<file path="config.mk">
export PLATFORM = sky130hd
export DESIGN_NAME = com_link_top
export DESIGN_NICKNAME = d
export VERILOG_FILES = /design/src/com_link_pkg.sv /design/src/com_link_top.sv /design/src/com_rx.sv /design/src/usb_tx.sv
export VERILOG_INCLUDE_DIRS = /design/src
export SDC_FILE = /design/constraint.sdc
export NUM_CORES = 1
export LEC_CHECK = 0
export BUFFER_PORTS_ARGS = -buffer_cell sky130_fd_sc_hd__buf_2
export CORE_UTILIZATION = 56
export DETAILED_ROUTE_END_ITERATION = 6
export PLACE_DENSITY = 0.78
export SLEW_MARGIN = 20
export SYNTH_ARGS = -nofsm -noshare
export SYNTH_HDL_FRONTEND = slang
export SYNTH_HIERARCHICAL = 1
export SYNTH_SLANG_ARGS = --single-unit
</file>
<file path="constraint.sdc">
create_clock -name clk -period 3.45 [get_ports clk]
set_clock_uncertainty 0.15 [all_clocks]
set_input_delay 0.69 -clock clk [delete_from_list [all_inputs] [get_ports clk]]
set_output_delay 0.69 -clock clk [all_outputs]
set_load 0.1 [all_outputs]
</file>
<file path="src/com_link_defines.svh">
`ifndef COM_LINK_DEFINES_SVH
`define COM_LINK_DEFINES_SVH

// framing bytes on the byte lane
`define COM_SYNC_BYTE 8'hA5

// lane value between frames
`define COM_IDLE_BYTE 8'h00

// long packets carry the 32-bit command, msb first
`define COM_PAYLOAD_BYTES 4

// short frame is sync + type + check
`define COM_SHORT_FRAME_BYTES 3

// long frame adds the payload bytes
`define COM_LONG_FRAME_BYTES (`COM_SHORT_FRAME_BYTES + `COM_PAYLOAD_BYTES)

`endif

</file>
<file path="src/com_link_pkg.sv">
`default_nettype none

package com_link_pkg;

    // packet type codes, 4 and 8..15 are not used on the link
    typedef enum logic [3:0] {
        BAG_INIT   = 4'd0,   // no packet
        BAG_ACK    = 4'd1,
        BAG_NAK    = 4'd2,
        BAG_STL    = 4'd3,
        BAG_DIDX   = 4'd5,
        BAG_DPARAM = 4'd6,
        BAG_DDIDX  = 4'd7
    } bag_type_e;

    typedef logic [31:0] cmd_word_t;

    // long packets carry the command word, sender and receiver both size
    // their frames from this
    function automatic logic has_payload(bag_type_e t);
        return (t == BAG_DIDX) || (t == BAG_DPARAM) || (t == BAG_DDIDX);
    endfunction

endpackage

`default_nettype wire

</file>
<file path="src/com_link_top.sv">
`timescale 1ns/1ps
`default_nettype none

module com_link_top (
    input  wire logic                  clk,
    input  wire logic                  rst,
    // sender side
    input  wire logic                  tx_fs,
    output logic                       tx_fd,
    input  wire com_link_pkg::bag_type_e tx_btype,
    input  wire com_link_pkg::cmd_word_t tx_data_cmd,
    // byte lane, closed outside so it can be tapped or damaged
    output logic [7:0]                 usb_txd,
    input  wire logic [7:0]            com_rxd,
    // receiver side
    output logic                       rx_fs,
    input  wire logic                  rx_fd,
    output com_link_pkg::bag_type_e    rx_btype,
    output com_link_pkg::cmd_word_t    rx_data_cmd,
    output logic                       rx_err,
    output logic                       rx_overrun
);

    usb_tx u_usb_tx (
        .clk         (clk),
        .rst         (rst),
        .tx_fs       (tx_fs),
        .tx_fd       (tx_fd),
        .tx_btype    (tx_btype),
        .tx_data_cmd (tx_data_cmd),
        .usb_txd     (usb_txd)
    );

    com_rx u_com_rx (
        .clk         (clk),
        .rst         (rst),
        .com_rxd     (com_rxd),
        .rx_fs       (rx_fs),
        .rx_fd       (rx_fd),
        .rx_btype    (rx_btype),
        .rx_data_cmd (rx_data_cmd),
        .rx_err      (rx_err),
        .rx_overrun  (rx_overrun)
    );

endmodule

`default_nettype wire

</file>
<file path="src/com_rx.sv">
`timescale 1ns/1ps
`default_nettype none

`include "com_link_defines.svh"

module com_rx (
    input  wire logic                  clk,
    input  wire logic                  rst,
    input  wire logic [7:0]            com_rxd,
    output logic                       rx_fs,
    input  wire logic                  rx_fd,
    output com_link_pkg::bag_type_e    rx_btype,
    output com_link_pkg::cmd_word_t    rx_data_cmd,
    output logic                       rx_err,
    output logic                       rx_overrun
);

    import com_link_pkg::*;

    localparam int CNT_W = $clog2(`COM_PAYLOAD_BYTES);
    localparam logic [CNT_W-1:0] CNT_LAST = CNT_W'(`COM_PAYLOAD_BYTES - 1);

    typedef enum logic [1:0] {
        ST_HUNT,
        ST_TYPE,
        ST_PAYLOAD,
        ST_CHECK
    } rx_state_e;

    rx_state_e        state;
    logic [CNT_W-1:0] cnt;
    logic [7:0]       rxd_q;

    bag_type_e        type_q;
    logic             type_bad;
    cmd_word_t        shift_q;
    logic [7:0]       csum;

    logic             frm_good;
    logic             frm_bad;
    logic             sum_ok;
    bag_type_e        lane_type;

    // only codes that name a real packet may appear in a frame
    function automatic logic type_known(logic [3:0] code);
        case (code)
            BAG_ACK, BAG_NAK, BAG_STL: return 1'b1;
            BAG_DIDX, BAG_DPARAM, BAG_DDIDX: return 1'b1;
            default: return 1'b0;
        endcase
    endfunction

    assign lane_type = bag_type_e'(rxd_q[3:0]);
    assign sum_ok    = !type_bad && (rxd_q == csum);

    always_ff @(posedge clk or posedge rst) begin
        if (rst) begin
            rxd_q    <= `COM_IDLE_BYTE;
            state    <= ST_HUNT;
            cnt      <= '0;
            frm_good <= 1'b0;
            frm_bad  <= 1'b0;
        end else begin
            rxd_q    <= com_rxd;   // one register stage ahead of the decoder
            frm_good <= 1'b0;
            frm_bad  <= 1'b0;
            case (state)
                ST_HUNT: begin
                    if (rxd_q == `COM_SYNC_BYTE) state <= ST_TYPE;
                end
                ST_TYPE: begin
                    // length follows the low nibble even when the check fails,
                    // so a damaged type still ends at the checksum byte
                    cnt   <= '0;
                    state <= has_payload(lane_type) ? ST_PAYLOAD : ST_CHECK;
                end
                ST_PAYLOAD: begin
                    cnt <= cnt + 1'b1;
                    if (cnt == CNT_LAST) state <= ST_CHECK;
                end
                ST_CHECK: begin
                    frm_good <= sum_ok;
                    frm_bad  <= !sum_ok;
                    state    <= ST_HUNT;
                end
                default: state <= ST_HUNT;
            endcase
        end
    end

    // frame contents, rebuilt as the bytes arrive
    always_ff @(posedge clk) begin
        case (state)
            ST_TYPE: begin
                type_q   <= lane_type;
                type_bad <= (rxd_q[7:4] != ~rxd_q[3:0]) || !type_known(rxd_q[3:0]);
                csum     <= rxd_q;
            end
            ST_PAYLOAD: begin
                shift_q <= {shift_q[23:0], rxd_q};   // msb first on the lane
                csum    <= csum ^ rxd_q;
            end
            default: ;
        endcase
    end

    // output stage, the held packet only moves when nothing is pending
    always_ff @(posedge clk or posedge rst) begin
        if (rst) begin
            rx_fs      <= 1'b0;
            rx_btype   <= BAG_INIT;
            rx_err     <= 1'b0;
            rx_overrun <= 1'b0;
        end else begin
            rx_err     <= frm_bad;
            rx_overrun <= frm_good && rx_fs;   // new frame dropped
            if (rx_fs && rx_fd) begin
                rx_fs <= 1'b0;
            end else if (frm_good && !rx_fs) begin
                rx_fs    <= 1'b1;
                rx_btype <= type_q;
            end
        end
    end

    always_ff @(posedge clk) begin
        if (frm_good && !rx_fs) begin
            rx_data_cmd <= has_payload(type_q) ? shift_q : '0;
        end
    end

endmodule

`default_nettype wire

</file>
<file path="src/usb_tx.sv">
`timescale 1ns/1ps
`default_nettype none

`include "com_link_defines.svh"

module usb_tx (
    input  wire logic                  clk,
    input  wire logic                  rst,
    input  wire logic                  tx_fs,
    output logic                       tx_fd,
    input  wire com_link_pkg::bag_type_e tx_btype,
    input  wire com_link_pkg::cmd_word_t tx_data_cmd,
    output logic [7:0]                 usb_txd
);

    import com_link_pkg::*;

    localparam int CNT_W = $clog2(`COM_PAYLOAD_BYTES);
    localparam logic [CNT_W-1:0] CNT_LAST = CNT_W'(`COM_PAYLOAD_BYTES - 1);

    typedef enum logic [2:0] {
        ST_IDLE,
        ST_SYNC,
        ST_TYPE,
        ST_PAYLOAD,
        ST_CHECK,
        ST_DONE
    } tx_state_e;

    tx_state_e        state;
    logic [CNT_W-1:0] cnt;

    bag_type_e        btype_q;
    cmd_word_t        cmd_q;
    logic [7:0]       csum;

    logic [7:0]       type_byte;
    logic [7:0]       pay_byte;
    logic             start;

    assign type_byte = {~btype_q, btype_q};   // inverse nibble guards the type
    assign pay_byte  = cmd_q[31:24];
    assign start     = (state == ST_IDLE) && tx_fs && !tx_fd;

    always_ff @(posedge clk or posedge rst) begin
        if (rst) begin
            state   <= ST_IDLE;
            cnt     <= '0;
            tx_fd   <= 1'b0;
            usb_txd <= `COM_IDLE_BYTE;
        end else begin
            case (state)
                ST_IDLE: begin
                    usb_txd <= `COM_IDLE_BYTE;
                    if (start) state <= ST_SYNC;
                end
                ST_SYNC: begin
                    usb_txd <= `COM_SYNC_BYTE;
                    state   <= ST_TYPE;
                end
                ST_TYPE: begin
                    usb_txd <= type_byte;
                    cnt     <= '0;
                    state   <= has_payload(btype_q) ? ST_PAYLOAD : ST_CHECK;
                end
                ST_PAYLOAD: begin
                    usb_txd <= pay_byte;
                    cnt     <= cnt + 1'b1;
                    if (cnt == CNT_LAST) state <= ST_CHECK;
                end
                ST_CHECK: begin
                    usb_txd <= csum;
                    state   <= ST_DONE;
                end
                ST_DONE: begin
                    // hold done until the user lets go of tx_fs
                    usb_txd <= `COM_IDLE_BYTE;
                    tx_fd   <= tx_fs;
                    if (!tx_fs) state <= ST_IDLE;
                end
                default: begin
                    usb_txd <= `COM_IDLE_BYTE;
                    state   <= ST_IDLE;
                end
            endcase
        end
    end

    // frame contents, captured at start and consumed byte by byte
    always_ff @(posedge clk) begin
        if (start) begin
            btype_q <= tx_btype;
            cmd_q   <= tx_data_cmd;
        end else if (state == ST_PAYLOAD) begin
            cmd_q <= {cmd_q[23:0], 8'h00};   // next byte to the top
        end

        if (state == ST_TYPE) begin
            csum <= type_byte;
        end else if (state == ST_PAYLOAD) begin
            csum <= csum ^ pay_byte;
        end
    end

endmodule

`default_nettype wire
</file>
==> flow_summary.yaml <==
outcome:
  status: "finished, final reports clean"
timing:
  rsz0062_at_grt: "false"
  finalCritPeriodShare: 0.7253
  fin_tns_setup_ns: 0
  drv_slew: 0
  maxSlewHeadroom: 0.4498
  max_freq_mhz: 399.6
  setup_viol: 0
  period_minus_slack_ns: 2.502
  worst_slew_pin_slew_ns: 0.8253
  final_hold_viol_count: 0
yosys:
  synthSimpleGateAreaFrac: 0.08690
  synth_fa_ha_area_frac: 0.01421
  synth_cell_types: 44
  ys.flop_type: "edfxtp_1"
  synth_area_sq_um: 6162
  synth_nets: 444
  ys_seq_area_frac: 0.7318
  synth_xor_area_frac: 0.03695
  netlist.area_leader.share: 0.5896
  synthMuxAreaShare: 0.05604
  synth_compound_area_frac: 0.05401
  synth_top_family_by_area: "simple AND/OR/NAND/NOR gates"
  avgSynthCellArea_sq_um: 15.84
  yosys-top-cells-area: "edfxtp_1, dfrtp_1, mux2_2"
  async_reset_ff_frac: 0.2244
  synth_area_leader_cell: "edfxtp_1"
  ys_warn_count: 6
  ys_ff_latch: 156
  syn_inst: 389
  synth_edf_count: 121
layout:
  antennaDiodeCount: 0
  layout_commonest_cell: "edfxtp_1"
  drive_gt1_frac: 0.3222
  final_cell_mix: "edfxtp_1, buf_2, and2_1"
  area_growth_pct: 19.37
  num-fill-cells: 703
  nets: 551
  fin_cells: 645
grt:
  grtUsageTotal: 0.1926
  antenna_found_initial: 0
  grt_pass1_vias: 3271
  grt_pass1_wl_mm: 16.22
  grt_max_degree: 33
  grt_overflow: 0
drt:
  first_pass_iters: 5
  drt_iter0_markers: 174
  avgViaCountPerCell: 5.223
  drt_wl_total_mm: 10.16
  drc: 0
  vias: 3369
  avgRoutedWirePerCell_microns: 15.75
  postRouteAntennaNets: 0
cts:
  cts_buffer_depth: 2
  cts.sinks: 156
  cts_setup_buffers: 0
  cts_resized: 0
  h-tree-depth: 4
  cts-root-buf: "clkbuf_8"
  cts_tree: "done"
  insertion_delay_ns: 0.52
  hold_buffers: 0
  cts.clk_slew.worst_paths_ns: 0.06
  cts_buffers: 17
die:
  io_pins: 96
  initial_utilization: 0.5864
  coreArea_sq_um: 10510
  die_area_sq_um: 11430
  die_w_microns: 106.9
  die-height_microns: 106.9
  fp-row-count: 37
place:
  hpwl_mm: 6.540
  dp.cells: 613
  portBuffers: 95
  gp_congestion: 0.8425
hold_path:
  hold_path.class: "in2async"
setup_path:
  critical_path.endpoint_type: "flip-flop"
  arrival_ns: 2.62
  crit_family: "flip-flops"
  path_cells: "nor4_4 -> buf_4 -> mux2_2"
  path_class: "reg2reg"
  critPathMaxFanout: 32
  cp_data_required_time_ns: 3.57
  start_kind: "flip-flop"
  worst_path_largest_cell_delay_ns: 0.68
  crit_buf_inv: 1
  cpMaxStageDelayCell: "dfrtp_1"
power:
  power_density_nw_per_um2: 883.8
  vdd_drop_max_mv: 0.6407
  p_leak_uw: 0.002913
flow_run:
  maxCapViolations: 0
## flip-flops by register name (all words and copies together) (netlist names), 2 cells and up
name,count
u_usb_tx/btype_q,4
u_usb_tx/cnt,2
u_usb_tx/cmd_q,32
u_usb_tx/csum,8
u_com_rx/state,2
u_usb_tx/usb_txd,8
u_com_rx/csum,8
u_com_rx/rxd_q,8
u_com_rx/rx_data_cmd,32
u_com_rx/cnt,2
u_usb_tx/state,3
u_com_rx/rx_btype,4
u_com_rx/type_q,4
u_com_rx/shift_q,32
## Yosys cell counts (5+ instances only)
| library cell | number |
|---|---|
| ha_1 | 7 |
| buf_2 | 6 |
| o22ai_1 | 5 |
| nand2b_1 | 5 |
| xor2_1 | 14 |
| a21oi_1 | 8 |
| and2_1 | 41 |
| inv_1 | 14 |
| xnor2_1 | 12 |
| edfxtp_1 | 121 |
| dfrtp_1 | 35 |
| mux2_2 | 26 |
| nand2_1 | 23 |
| o21ai_0 | 13 |
| nor2_1 | 6 |
## stage by stage
step	hold slack, ns	util	cell area [sq um]	worst slack [ns]	total power [uW]
2_1_floorplan	0.1812	-	6162	0.5266	4363
3_3_place_gp	0.1854	0.6460	6789	0.9771	4654
3_5_place_dp	0.1893	0.6460	6789	0.9446	4748
4_1_cts	0.06406	0.7000	7356	0.9590	6534
5_1_grt	0.09151	0.7000	7356	0.8181	6805
6_report	0.06928	0.7000	7356	0.9476	6501
## final timing paths
path	startpoint	end	slack [ns]	depth (start not counted)
max reg2reg	u_usb_tx/state[0]$_DFFE_PP0P_	u_usb_tx/cmd_q[24]$_DFFE_PP_	0.95	3
min reg2reg	u_com_rx/frm_bad$_DFF_PP0_	u_com_rx/rx_err$_DFF_PP0_	0.20	0
max in group asynchronous	rst	u_com_rx/rx_fs$_DFFE_PP0P_	2.43	2
max	u_usb_tx/state[0]$_DFFE_PP0P_	u_usb_tx/cmd_q[24]$_DFFE_PP_	0.95	3
min in group clk	com_rxd[1]	u_com_rx/rxd_q[1]$_DFF_PP0_	0.12	1
min	rst	u_usb_tx/state[0]$_DFFE_PP0P_	0.07	2
## layer usage
layer | track usage | routed length [microns] | vias up
met1 | 0.2526 | 4450 | 1623
met2 | 0.3037 | 5055 | 107
met4 | 0.07339 | 135 | 0
met5 | 0 | 0 | -
met3 | 0.05957 | 516 | 9
li1 | - | - | 1630
## report_power, final
group / switching [uW] / internal (uW)
Clock: 783 / 986
Sequential: 301 / 2730
Combinational: 1130 / 571
## cell families (layout without fill, tap and decap cells)
kind of cell    after synthesis  count (layout)
flops                       156             156
simple gates                 94              94
compound gates               48              48
mux                          31              31
buf+inv                      27             147
xor+xnor                     26              26
fa+ha+maj                     7               7
## final cells by class
cell class                 instances  area (sq um)  share of cell area
sequential                       156          4509              0.6130
clock buffer                      17         414.1             0.05630
clock inverter                    15         152.6             0.02075
multi-input combinational        206          1536              0.2089
timing repair buffer             101         520.5             0.07076
inverter                          14         52.55            0.007144
tap                              136         170.2             0.02313
Note: power is estimated with default switching activity, not from simulation.
